### src/hdl/spi_slave_pkg.sv
// spi slave shared types
`default_nettype none

package spi_slave_pkg;

   //############################################################
   // data and address types
   //############################################################

   typedef logic [7:0] byte_t;       // register byte, spi data byte
   typedef logic [5:0] reg_addr_t;   // low six bits of the command byte

   //############################################################
   // command opcode, top two bits of the command byte
   //############################################################

   typedef enum logic [1:0] {
      op_write  = 2'b00,             // next byte goes into a register
      op_unused = 2'b01,             // rest of the selection ignored
      op_read   = 2'b10,             // next byte shifts a register out
      op_remote = 2'b11              // next PW bits form a core packet
   } spi_op_e;

   // decode fsm states
   typedef enum logic [2:0] {
      st_idle   = 3'd0,              // deselected or between commands
      st_cmd    = 3'd1,              // collecting the command byte
      st_read   = 3'd2,              // shifting register out on miso
      st_write  = 3'd3,              // collecting the write byte
      st_remote = 3'd4,              // collecting the remote packet
      st_ignore = 3'd5               // unused opcode, wait for deselect
   } spi_state_e;

   // decode to register file
   typedef struct packed {
      logic      wr;                 // one-cycle write strobe
      reg_addr_t addr;               // target register
      byte_t     data;               // byte to write
   } reg_access_t;

   // bit in the packet control byte, set for a remote write
   localparam int unsigned CTRL_WRITE_BIT = 0;

endpackage

`default_nettype wire

### src/hdl/spi_pin_sync.sv
// spi pin synchronizer
`timescale 1ns/100ps
`default_nettype none

module spi_pin_sync
  (
   input  logic clk,
   input  logic ss,          // async system reset
   input  logic sclk,        // raw spi clock pin
   input  logic csn,         // raw select, active low
   input  logic mosi,        // raw data in
   output logic sclk_rise,   // one-cycle pulse per sclk rising edge
   output logic sclk_fall,   // one-cycle pulse per sclk falling edge
   output logic selected,    // csn low, synchronized
   output logic mosi_s       // mosi aligned with sclk_rise
  );

   logic [1:0] sclk_sync;    // two-flop synchronizers
   logic [1:0] csn_sync;
   logic [1:0] mosi_sync;
   logic       sclk_d;       // delayed sclk for edge detect

   //############################################################
   // two-flop synchronizers
   //############################################################

   always_ff @(posedge clk or posedge ss)
   begin
      if (ss)
      begin
         sclk_sync <= 2'b00;
         csn_sync  <= 2'b11;                    // deselected out of reset
         mosi_sync <= 2'b00;
      end
      else
      begin
         sclk_sync <= {sclk_sync[0], sclk};
         csn_sync  <= {csn_sync[0], csn};
         mosi_sync <= {mosi_sync[0], mosi};
      end
   end

   //############################################################
   // edge flop, third stage
   //############################################################

   always_ff @(posedge clk or posedge ss)
   begin
      if (ss)
      begin
         sclk_d    <= 1'b0;
         sclk_rise <= 1'b0;
         sclk_fall <= 1'b0;
         selected  <= 1'b0;
         mosi_s    <= 1'b0;
      end
      else
      begin
         sclk_d    <= sclk_sync[1];
         sclk_rise <= sclk_sync[1] & ~sclk_d & ~csn_sync[1];  // no edges when deselected
         sclk_fall <= ~sclk_sync[1] & sclk_d & ~csn_sync[1];
         selected  <= ~csn_sync[1];
         mosi_s    <= mosi_sync[1];                          // same depth as the strobes
      end
   end

endmodule

`default_nettype wire

### src/hdl/spi_cmd_decode.sv
// spi command decode
`timescale 1ns/100ps
`default_nettype none

module spi_cmd_decode
  #(
   parameter  int AW = 16,            // core address width
   localparam int PW = 2*AW+40        // remote packet width
  )
  (
   input  logic                       clk,
   input  logic                       ss,
   input  logic                       sclk_rise,
   input  logic                       sclk_fall,
   input  logic                       selected,
   input  logic                       mosi_s,
   output spi_slave_pkg::reg_access_t reg_wr,       // write port of the regfile
   output spi_slave_pkg::reg_addr_t   rd_addr,      // combinational read address
   input  spi_slave_pkg::byte_t       rd_data,
   output logic                       miso,
   output logic                       packet_done,  // one-cycle pulse
   output logic [PW-1:0]              rx_packet     // valid with packet_done
  );

   localparam int unsigned CMD_END  = 8;            // command byte complete
   localparam int unsigned BYTE_END = 16;           // data byte complete
   localparam int unsigned PKT_END  = 8 + PW;       // remote packet complete

   spi_slave_pkg::spi_state_e state;
   spi_slave_pkg::spi_state_e state_nxt;
   spi_slave_pkg::spi_op_e    op;                   // opcode of the command byte
   spi_slave_pkg::reg_addr_t  addr_q;               // held for the write
   spi_slave_pkg::byte_t      tx_shift;             // miso shift register
   logic [PW-1:0]             rx_shift;             // mosi shift register
   logic [7:0]                bit_count;            // bits since command start
   logic                      cmd_done;
   logic                      write_done;
   logic                      read_done;

   //############################################################
   // receive path
   //############################################################

   // msb first, no reset on payload
   always_ff @(posedge clk)
   begin
      if (sclk_rise)
         rx_shift <= {rx_shift[PW-2:0], mosi_s};
   end

   always_ff @(posedge clk or posedge ss)
   begin
      if (ss)
         bit_count <= '0;
      else if (!selected || write_done || read_done || packet_done)
         bit_count <= '0;                           // restart for the next command
      else if (sclk_rise)
         bit_count <= bit_count + 8'd1;
   end

   assign op = spi_slave_pkg::spi_op_e'(rx_shift[7:6]);

   // all checked in the cycle after the strobe that completed them
   assign cmd_done    = (state == spi_slave_pkg::st_cmd)    && (bit_count == 8'(CMD_END));
   assign write_done  = (state == spi_slave_pkg::st_write)  && (bit_count == 8'(BYTE_END));
   assign read_done   = (state == spi_slave_pkg::st_read)   && (bit_count == 8'(BYTE_END));
   assign packet_done = (state == spi_slave_pkg::st_remote) && (bit_count == 8'(PKT_END));

   //############################################################
   // transaction fsm
   //############################################################

   always_comb
   begin
      state_nxt = state;
      case (state)
         spi_slave_pkg::st_idle:
            if (selected)
               state_nxt = spi_slave_pkg::st_cmd;
         spi_slave_pkg::st_cmd:
            if (cmd_done)
            begin
               case (op)
                  spi_slave_pkg::op_write:  state_nxt = spi_slave_pkg::st_write;
                  spi_slave_pkg::op_read:   state_nxt = spi_slave_pkg::st_read;
                  spi_slave_pkg::op_remote: state_nxt = spi_slave_pkg::st_remote;
                  default:                  state_nxt = spi_slave_pkg::st_ignore;
               endcase
            end
         spi_slave_pkg::st_read:
            if (read_done)
               state_nxt = spi_slave_pkg::st_idle;
         spi_slave_pkg::st_write:
            if (write_done)
               state_nxt = spi_slave_pkg::st_idle;
         spi_slave_pkg::st_remote:
            if (packet_done)
               state_nxt = spi_slave_pkg::st_idle;
         spi_slave_pkg::st_ignore:
            state_nxt = spi_slave_pkg::st_ignore;   // only deselect gets out
         default:
            state_nxt = spi_slave_pkg::st_idle;
      endcase
      if (!selected)
         state_nxt = spi_slave_pkg::st_idle;        // deselect aborts anything
   end

   always_ff @(posedge clk or posedge ss)
   begin
      if (ss)
         state <= spi_slave_pkg::st_idle;
      else
         state <= state_nxt;
   end

   // write address from the command byte
   always_ff @(posedge clk)
   begin
      if (cmd_done)
         addr_q <= rx_shift[5:0];
   end

   //############################################################
   // transmit path
   //############################################################

   // first fall after the load is skipped, master samples bit 7 first
   always_ff @(posedge clk or posedge ss)
   begin
      if (ss)
         tx_shift <= '0;
      else if (!selected)
         tx_shift <= '0;                            // quiet miso between selections
      else if (cmd_done && op == spi_slave_pkg::op_read)
         tx_shift <= rd_data;
      else if (sclk_fall && state == spi_slave_pkg::st_read &&
               bit_count != 8'(CMD_END))
         tx_shift <= {tx_shift[6:0], 1'b0};
   end

   assign miso = tx_shift[7];

   //############################################################
   // outputs
   //############################################################

   assign rd_addr   = rx_shift[5:0];                // valid while cmd_done
   assign reg_wr    = '{wr: write_done, addr: addr_q, data: rx_shift[7:0]};
   assign rx_packet = rx_shift;

endmodule

`default_nettype wire

### src/hdl/spi_regfile.sv
// spi register file
`timescale 1ns/100ps
`default_nettype none

module spi_regfile
  #(
   parameter int SREGS = 16                  // byte registers, 16 to 64
  )
  (
   input  logic                                   clk,
   input  logic                                   ss,
   input  spi_slave_pkg::reg_access_t             reg_wr,   // strobe, address, data
   input  spi_slave_pkg::reg_addr_t               rd_addr,
   output spi_slave_pkg::byte_t                   rd_data,  // combinational
   output spi_slave_pkg::byte_t [SREGS-1:0]       regs      // configuration to the core
  );

   spi_slave_pkg::byte_t [SREGS-1:0] regs_q;
   logic                             wr_hit;     // write inside the array
   logic                             rd_hit;     // read inside the array

   //############################################################
   // address range
   //############################################################

   // addresses at or above SREGS do not exist
   assign wr_hit = reg_wr.wr && (int'(reg_wr.addr) < SREGS);
   assign rd_hit = int'(rd_addr) < SREGS;

   //############################################################
   // storage
   //############################################################

   always_ff @(posedge clk or posedge ss)
   begin
      if (ss)
         regs_q <= '0;                           // all registers clear
      else if (wr_hit)
         regs_q[reg_wr.addr] <= reg_wr.data;
   end

   //############################################################
   // read port
   //############################################################

   always_comb
   begin
      rd_data = '0;                              // missing registers read 0
      if (rd_hit)
         rd_data = regs_q[rd_addr];
   end

   // whole array straight out
   assign regs = regs_q;

endmodule

`default_nettype wire

### src/hdl/spi_core_access.sv
// spi remote core access
`timescale 1ns/100ps
`default_nettype none

module spi_core_access
  #(
   parameter  int AW = 16,               // core address width
   localparam int PW = 2*AW+40           // remote packet width
  )
  (
   input  logic          clk,
   input  logic          ss,
   input  logic          packet_done,    // pulse from decode
   input  logic [PW-1:0] rx_packet,      // valid with packet_done
   output logic          access_out,     // one-cycle core access strobe
   output logic [PW-1:0] packet_out,     // held until the next packet
   output logic          read_request    // access is a remote read
  );

   logic [PW-1:0]        packet_q;
   spi_slave_pkg::byte_t ctrl;           // control byte, top of the packet

   assign ctrl = rx_packet[PW-1 -: 8];

   //############################################################
   // packet capture
   //############################################################

   always_ff @(posedge clk)
   begin
      if (packet_done)
         packet_q <= rx_packet;
   end

   assign packet_out = packet_q;

   //############################################################
   // strobes
   //############################################################

   // both line up with the new packet_out
   always_ff @(posedge clk or posedge ss)
   begin
      if (ss)
      begin
         access_out   <= 1'b0;
         read_request <= 1'b0;
      end
      else
      begin
         access_out   <= packet_done;
         read_request <= packet_done & ~ctrl[spi_slave_pkg::CTRL_WRITE_BIT];  // clear bit is a read
      end
   end

endmodule

`default_nettype wire

### src/hdl/spi_slave_top.sv
// spi slave top level
`timescale 1ns/100ps
`default_nettype none

module spi_slave_top
  #(
   parameter  int SREGS = 16,                    // register count
   parameter  int AW    = 16,                    // core address width
   localparam int PW    = 2*AW+40                // remote packet width
  )
  (
   input  logic                              clk,          // core clock, > 4x sclk
   input  logic                              ss,           // async system reset
   input  logic                              sclk,
   input  logic                              csn,
   input  logic                              mosi,
   output logic                              miso,
   output logic                              access_out,
   output logic [PW-1:0]                     packet_out,
   output logic                              read_request,
   output spi_slave_pkg::byte_t [SREGS-1:0]  regs
  );

   //############################################################
   // internal wires
   //############################################################

   logic                       sclk_rise;
   logic                       sclk_fall;
   logic                       selected;
   logic                       mosi_s;
   spi_slave_pkg::reg_access_t reg_wr;
   spi_slave_pkg::reg_addr_t   rd_addr;
   spi_slave_pkg::byte_t       rd_data;
   logic                       packet_done;
   logic [PW-1:0]              rx_packet;

   // pins into clk
   spi_pin_sync u_spi_pin_sync
     (.clk(clk), .ss(ss), .sclk(sclk), .csn(csn), .mosi(mosi),
      .sclk_rise(sclk_rise), .sclk_fall(sclk_fall), .selected(selected),
      .mosi_s(mosi_s));

   // command decode and shift registers
   spi_cmd_decode #(.AW(AW)) u_spi_cmd_decode
     (.clk(clk), .ss(ss), .sclk_rise(sclk_rise), .sclk_fall(sclk_fall),
      .selected(selected), .mosi_s(mosi_s), .reg_wr(reg_wr), .rd_addr(rd_addr),
      .rd_data(rd_data), .miso(miso), .packet_done(packet_done),
      .rx_packet(rx_packet));

   // configuration registers
   spi_regfile #(.SREGS(SREGS)) u_spi_regfile
     (.clk(clk), .ss(ss), .reg_wr(reg_wr), .rd_addr(rd_addr),
      .rd_data(rd_data), .regs(regs));

   // remote packets to the core
   spi_core_access #(.AW(AW)) u_spi_core_access
     (.clk(clk), .ss(ss), .packet_done(packet_done), .rx_packet(rx_packet),
      .access_out(access_out), .packet_out(packet_out),
      .read_request(read_request));

endmodule

`default_nettype wire

### config.mk
export PLATFORM = sky130hd
export DESIGN_NAME = spi_slave_top
export DESIGN_NICKNAME = d
export VERILOG_FILES = /design/src/hdl/spi_slave_pkg.sv /design/src/hdl/spi_pin_sync.sv /design/src/hdl/spi_cmd_decode.sv /design/src/hdl/spi_regfile.sv /design/src/hdl/spi_core_access.sv /design/src/hdl/spi_slave_top.sv
export SDC_FILE = /design/constraint.sdc
export NUM_CORES = 1
export LEC_CHECK = 0
export BUFFER_PORTS_ARGS = -buffer_cell sky130_fd_sc_hd__buf_2
export CAP_MARGIN = 20
export CELL_PAD_IN_SITES_DETAIL_PLACEMENT = 0
export CELL_PAD_IN_SITES_GLOBAL_PLACEMENT = 2
export CORE_MARGIN = 2
export CORE_UTILIZATION = 35
export CTS_CLUSTER_DIAMETER = 120
export DETAILED_ROUTE_END_ITERATION = 16
export GPL_ROUTABILITY_DRIVEN = 0
export PLACE_DENSITY_LB_ADDON = 0.08
export SYNTH_ARGS = -nofsm -noshare
export SYNTH_HDL_FRONTEND = slang
export SYNTH_SLANG_ARGS = --single-unit
export TNS_END_PERCENT = 10
### constraint.sdc
create_clock -name clk -period 6.1 [get_ports clk]
set_input_delay 0.915 -clock clk [delete_from_list [all_inputs] [get_ports clk]]
set_output_delay 0.915 -clock clk [all_outputs]
set_load 0.03 [all_outputs]
==> impl_metrics.tcl, run 1 <==
set metrics [dict create \
    io_pins 208 \
    diodes 0 \
    p_leak_uw 0.006364 \
    synth_most_common_cell "dfrtp_1" \
    dieArea_um2 35160 \
    fin_cells 1381 \
    syn-num-nets 691 \
    max_freq_ghz 0.3192 \
    fin_skew_ns 0.01933 \
    dr_total_vias 6746 \
    reg2reg_depth 7 \
    h-tree-depth 2 \
    port_buffers 207 \
    finalHoldViolCount 0 \
    clockBufferDepth 3 \
    postCtsResizedCells 0 \
    grt_pass1_vias 7100 \
    yosys_warnings 0 \
    irDropWorstVdd_uv 174.7 \
    core-area_um2 33360 \
    worstPathArrival_ns 3.53 \
    relSlewSlack_pct 32.11 \
    antenna_found_initial 0 \
    routed_wl_um 29000 \
    syn_area_per_cell_um2 17.23 \
    hpwl_um 18790 \
    grt_overflow 0 \
    rsz0062_at_grt "no" \
    yosysSeqAreaShare_pct 72.21 \
    layout_min_cycle_time_ns 3.133 \
    required_ns 6.50 \
    fin_tns_setup_ns 0 \
    cts-root-buf "clkbuf_16" \
    drv_cap 0 \
    netlist_area_um2 11790 \
    worstHoldPathCells 0 \
    fin_nets 913 \
    ys_ff_latch 310 \
    synth_common_cells "dfrtp_1, edfxtp_1, mux2_2" \
    setup_ws_ns 2.967 \
    fillers 3031 \
    crit_fanout 8 \
    yosys.area.top_type_share_pct 38.22 \
    multiInputGateArea_um2 3142 \
    top_usage_layer "met2" \
    via_per_inst 4.885 \
    cts_made_buffers 35 \
    drtAntennaViolNets 0 \
    num_rows 67 \
    hold_buffers 0 \
    drt_iter0_drc 319 \
    synthToLayoutAreaGrowth_pct 24.42 \
    hp-class "flop to flop" \
    wire_per_inst_um 21.00 \
    grtUsageMet2_pct 27.29 \
    async_flop_share_pct 51.61 \
    synth-edff-count 150 \
    setup_violations 0 \
    first_pass_iters 4 \
    grt_use_met1_pct 22.33 \
    dp.cells 1315 \
    grt_pass1_wl_um 44640 \
    outcome "complete, no violations" \
    critPathKind "flop to flop" \
    clkSinkCount 310 \
    initial_utilization_pct 35.33 \
    cts_setup_buffers 0 \
    synth_area_leaders "edfxtp_1, dfrtp_1, mux2_2, mux4_2, mux2i_1" \
    yosys.cell_types.count 44 \
    seqCellArea_um2 8514 \
    cts_tree "built" \
    cp-start-kind "flop" \
    powerDensity_nw_per_um2 308.0 \
    fp.dieW_um 187.5 \
    postLayoutCoreUtil_pct 43.95 \
    layout-drive-gt1-share_pct 46.09 \
    synth_ff_type "dfrtp_1" \
    tightestPinTransition_ns 1.015 \
    track_usage_pct 16.65 \
    finalMaxSlewViolations 0 \
    cts.clk_slew.worst_paths_ns 0.06 \
    die_h_um 187.5 \
    end_kind "flop" \
    grt_max_degree 112 \
    synth_top_area_cell "edfxtp_1" \
    min_period_over_period_pct 51.36 \
    grtUsageMet3_pct 3.762 \
    clock_latency_ns 0.53 \
    place_worst_setup_slack_ns 2.832 \
    syn_inst 684 \
    drc_errors 0 \
]
-- routing by layer --
layer  vias to the layer above  wire (µm)  share of wire (%)
met4                         0        578                2.0
met5                         -          0                  0
met1                      3471      12620                 44
met3                        45       1652                5.7
li1                       3034          -                  -
met2                       196      14150                 49
-- final cells by class --
type                            count  share of cell area, %
Sequential cell                   310                  58.06
Tap cell                          448                  3.823
Inverter                            5                 0.1621
Clock buffer                       46                  6.596
Timing Repair Buffer              217                  8.012
Clock inverter                     18                  1.920
Multi-Input combinational cell    337                  21.42
-- report_power, final --
group          total [µW]  internal, µW  switching [µW]
logic                68.7          20.7            48.0
registers            2220          2200            21.3
clock network        2230          1390             838
total                4520          3610             908
-- path summary, 6_finish.rpt --
kind	from	end	slack, ns
min in group asynchronous	ss	u_spi_regfile.regs[49]	0.37
max	u_spi_cmd_decode.bit_count[0]	u_spi_regfile.regs[19]	2.97
min	u_spi_pin_sync.csn_sync[0]	u_spi_pin_sync.csn_sync[1]	0.36
min reg2reg	u_spi_pin_sync.csn_sync[0]	u_spi_pin_sync.csn_sync[1]	0.36
max reg2reg	u_spi_cmd_decode.bit_count[0]	u_spi_regfile.regs[19]	2.97
max in group asynchronous	ss	u_spi_regfile.regs[58]	4.26
-- placed cells by master (no fill, tap or decap), types with 3 or more instances in the layout --
master	instances
nand2_1	11
dfrtp_1	157
edfxtp_1	150
inv_1	4
nor3b_1	4
xnor2_1	3
clkbuf_8	5
clkinv_2	5
nand3b_1	5
clkbuf_16	35
buf_4	6
a22oi_1	14
nor2b_1	7
o21a_1	3
mux2_2	129
o22ai_1	8
nand2b_1	5
mux2i_1	31
nand3_1	3
nand4_1	3
nor2_1	28
nor3_1	3
buf_2	207
xor2_1	6
buf_16	3
clkbuf_1	6
o21ai_0	9
bufinv_16	6
a21oi_1	14
mux4_2	18
or3_1	10
-- worst max-delay path, cell delays in order (launching register included) --
cell and delay, ns:
dfrtp_1 0.44, inv_1 0.09, ha_1 0.15, nor4b_1 0.46, and4_1 0.38, nor3b_1 0.38, nand3b_1 0.61, mux2_2 0.49
-- registers in the layout (all words and copies together) (netlist names), 2 cells and up --
name                          cells
u_spi_cmd_decode.rx_packet       72
u_spi_pin_sync.csn_sync           2
u_spi_pin_sync.sclk_sync          2
u_spi_cmd_decode.state            3
u_spi_regfile.regs              128
u_spi_cmd_decode.bit_count        8
u_spi_core_access.packet_out     72
u_spi_cmd_decode.addr_q           6
u_spi_cmd_decode.tx_shift         8
u_spi_pin_sync.mosi_sync          2
-- through the flow --
stage | instance area, µm² | power (µW) | hold slack [ns]
2_1_floorplan | 11790 | 2304 | 0.3312
3_3_place_gp | 13320 | 2332 | 0.3393
3_5_place_dp | 13360 | 2334 | 0.3378
4_1_cts | 14610 | 4593 | 0.3586
5_1_grt | 14660 | 4690 | 0.3613
6_report | 14660 | 4517 | 0.3562
-- cell families after synthesis --
family	count (synthesis)	share of synthesized area, %
XOR/XNOR	9	0.6688
AND/OR/NAND/NOR	92	4.331
flip-flops	310	72.21
buffers and inverters	37	1.200
adder cells (fa/ha/maj)	2	0.2123
AO/OA/AOI/OAI	56	2.983
multiplexers	178	18.40
Power figures use the tool's default switching activity.
==> run 2: changes to the inputs <==
--- a/config.mk
+++ b/config.mk
@@ -5,12 +5,13 @@
 export SDC_FILE = /design/constraint.sdc
 export NUM_CORES = 1
 export LEC_CHECK = 0
+export ABC_AREA = 1
 export BUFFER_PORTS_ARGS = -buffer_cell sky130_fd_sc_hd__buf_2
 export CAP_MARGIN = 20
 export CELL_PAD_IN_SITES_DETAIL_PLACEMENT = 0
 export CELL_PAD_IN_SITES_GLOBAL_PLACEMENT = 2
 export CORE_MARGIN = 2
-export CORE_UTILIZATION = 35
+export CORE_UTILIZATION = 32
 export CTS_CLUSTER_DIAMETER = 120
 export DETAILED_ROUTE_END_ITERATION = 16
 export GPL_ROUTABILITY_DRIVEN = 0
==> constraint.sdc (replaced) <==
create_clock -name clk -period 2.58 [get_ports clk]
set_input_delay 0.387 -clock clk [delete_from_list [all_inputs] [get_ports clk]]
set_output_delay 0.387 -clock clk [all_outputs]
set_load 0.03 [all_outputs]
==> run 2 against run 1 <==
Against the previous run:
- sequential power is 140% higher
- largest power group is now sequential cells
- clock-buffer cell count is 3 higher
- routed wire length is 27% higher
- sequential share of layout area is 2.4 points lower
- clock power is 130% higher
==> impl_metrics.tcl, run 2 <==
set metrics [dict create \
    drv_cap 0 \
    synth-adder-area-share_pct 0.2013 \
    crit_slowest_cell "dfrtp_1" \
    crit_path_cell_trace "inv_1 > ha_1 > nand2_2 > nor2_4 > nand3_2 > inv_2 > nand2_4 > nor2_8 > buf_4 > nand2_4 > nand2_1 > o21ai_1" \
    cp_num_buf_inv 3 \
    grt_pass1_vias 8519 \
    mostFrequentLayoutCell "nand2_1" \
    yosys.area.top_type_share_pct 36.24 \
    timing.hold.ws_ns 0.3461 \
    layout-drive-gt1-share_pct 22.98 \
    cp-start-kind "flop" \
    min_period_over_period_pct 79.24 \
    synthXorXnorAreaFrac_pct 0.2819 \
    max_freq_ghz 0.4891 \
    clkSinkCount 310 \
    track_usage_pct 18.44 \
    via_per_inst 4.521 \
    wire_per_inst_um 19.11 \
    syn-num-nets 1173 \
    routed_wl_um 36930 \
    fin_tns_setup_ns 0 \
    outcome "complete, no violations" \
    cts_tree "built" \
    synth_mux_area_share_pct 0 \
    cts_setup_buffers 0 \
    p_leak_uw 0.006772 \
    relSlewSlack_pct 45.64 \
    antenna_found_initial 0 \
    cts-root-buf "clkbuf_16" \
    syn_inst 1166 \
    synth_top_area_cell "edfxtp_1" \
    grt_overflow 0 \
    rsz0062_at_grt "no" \
    fin_nets 1393 \
    dr_total_vias 8735 \
    synth_area_leaders "edfxtp_1, dfrtp_1, nand2_1, nand3_1, inv_1" \
    syn_area_per_cell_um2 10.66 \
    fp.dieW_um 201.1 \
    clockBufferDepth 3 \
    end_kind "flop" \
    finalMaxSlewViolations 0 \
    dr_wl_met2_um 17150 \
    drc_errors 0 \
    drt-met1-wl_um 17320 \
    synth_ff_type "dfrtp_1" \
    required_ns 2.97 \
    worst_path_most_repeated_cell "nand2_4" \
    drt_iter0_drc 457 \
    postPlaceCellArea_um2 14060 \
    synth-edff-count 150 \
    largest_reg_flops 128 \
    topRoutingLayerUsed "met4" \
    crit_fanout 16 \
    drtAntennaViolNets 0 \
    synth_common_cells "nand2_1, dfrtp_1, edfxtp_1" \
    postCtsResizedCells 0 \
    powerDensity_nw_per_um2 698.2 \
    ys_ff_latch 310 \
    yosys.cell_types.count 35 \
    clock_latency_ns 0.55 \
    synth_top_family_by_area "simple AND/OR/NAND/NOR gates" \
    layout_min_cycle_time_ns 2.044 \
    grt_pass1_wl_um 56120 \
    synth_most_common_cell "nand2_1" \
    cts_made_buffers 37 \
    diodes 0 \
    fin_skew_ns 0.02285 \
    fillers 3855 \
    hpwl_um 24910 \
    crit_family "simple AND/OR/NAND/NOR gates" \
    first_pass_iters 4 \
    critPathKind "flop to flop" \
    yosysSeqAreaShare_pct 68.47 \
    netlist_area_um2 12430 \
    p_total_uw 10670 \
    irDropWorstVdd_uv 376.7 \
    final_cell_mix "nand2_1, buf_2, dfrtp_1, edfxtp_1, inv_1" \
    initial_utilization_pct 32.31 \
    core-area_um2 38470 \
    grt_max_degree 81 \
    port_buffers 207 \
    hp-class "flop to flop" \
    num_rows 72 \
    synth-compound-area-share_pct 6.261 \
    postLayoutCellArea_um2 15290 \
    dieArea_um2 40440 \
    worstPathArrival_ns 2.43 \
    max_stage_delay_ns 0.37 \
    yosys.area_share.simple_pct 18.53 \
    io_pins 208 \
    yosys_warnings 0 \
    h-tree-depth 2 \
    setup_violations 0 \
    dr_wl_met3_um 1670 \
    synthToLayoutAreaGrowth_pct 23.01 \
    async_flop_share_pct 51.61 \
    finalHoldViolCount 0 \
    cts.clk_slew.worst_paths_ns 0.05 \
    die_h_um 201.1 \
    tightestPinTransition_ns 0.8155 \
]
==> run 2: worst register-to-register path, cell delays in order, from the launching register on <==
cell and delay [ns]:
dfrtp_1 0.37, inv_1 0.10, ha_1 0.20, nand2_2 0.08
nor2_4 0.09, nand3_2 0.10, inv_2 0.09, nand2_4 0.08
nor2_8 0.13, buf_4 0.31, nand2_4 0.20, nand2_1 0.09
o21ai_1 0.06
==> run 2: through the flow <==
stage               util (%)  instances  setup WS, ns
floorplan                  -       1166       -0.3365
global placement       36.56       1861        0.5618
detailed placement     36.56       1861        0.5187
CTS                    39.75       1932        0.4959
global route           39.75       1932        0.3317
finish                 39.75       1932        0.5356
==> run 2: logic make-up (layout without fill, tap and decap cells) <==
family,after synthesis,count (layout)
AO/OA/AOI/OAI,150,150
XOR/XNOR,4,4
adder cells (fa/ha/maj),2,2
buffers and inverters,174,422
flip-flops,310,310
AND/OR/NAND/NOR,526,526
==> run 2: worst paths after layout <==
path	slack, ns	endpoint	depth (start not counted)	startpoint
max in group asynchronous	1.40	u_spi_pin_sync.csn_sync[1]	4	ss
min in group asynchronous	0.44	u_spi_regfile.regs[38]	3	ss
setup reg to reg	0.54	u_spi_regfile.regs[51]	12	u_spi_cmd_decode.bit_count[1]
hold / removal	0.35	u_spi_pin_sync.sclk_sync[1]	0	u_spi_pin_sync.sclk_sync[0]
hold reg to reg	0.35	u_spi_pin_sync.sclk_sync[1]	0	u_spi_pin_sync.sclk_sync[0]
setup / recovery	0.54	u_spi_regfile.regs[51]	12	u_spi_cmd_decode.bit_count[1]
==> run 2: where the power goes <==
part | internal [µW] | total, µW | switching [µW]
Clock | 2950 | 5080 | 2130
Sequential | 5220 | 5260 | 37.4
Combinational | 85.1 | 339 | 254
Total | 8250 | 10700 | 2420
==> run 2: routing by layer <==
metal  up-vias  GRT usage [%]
li1       4298              -
met1      4180          26.38
met2       203          28.88
met3        54          3.198
met4         0          5.132
met5         -              0
==> run 2: final cells by class <==
| class | instances | area, µm² | share of cell area (%) |
|---|---|---|---|
| Multi-Input combinational cell | 682 | 3142 | 20.55 |
| Inverter | 117 | 444.2 | 2.905 |
| Sequential cell | 310 | 8514 | 55.69 |
| Timing Repair Buffer | 238 | 1354 | 8.854 |
| Clock inverter | 18 | 196.4 | 1.285 |
| Tap cell | 518 | 648.1 | 4.239 |
| Clock buffer | 49 | 991.0 | 6.481 |
==> run 2: timing repair <==
| action | 4_1_cts | 5_1_grt |
|---|---|---|
| hold endpoints to repair | 19 | 0 |
| hold buffers | 4 | 0 |
| endpoints found under the setup margin | 0 | 0 |
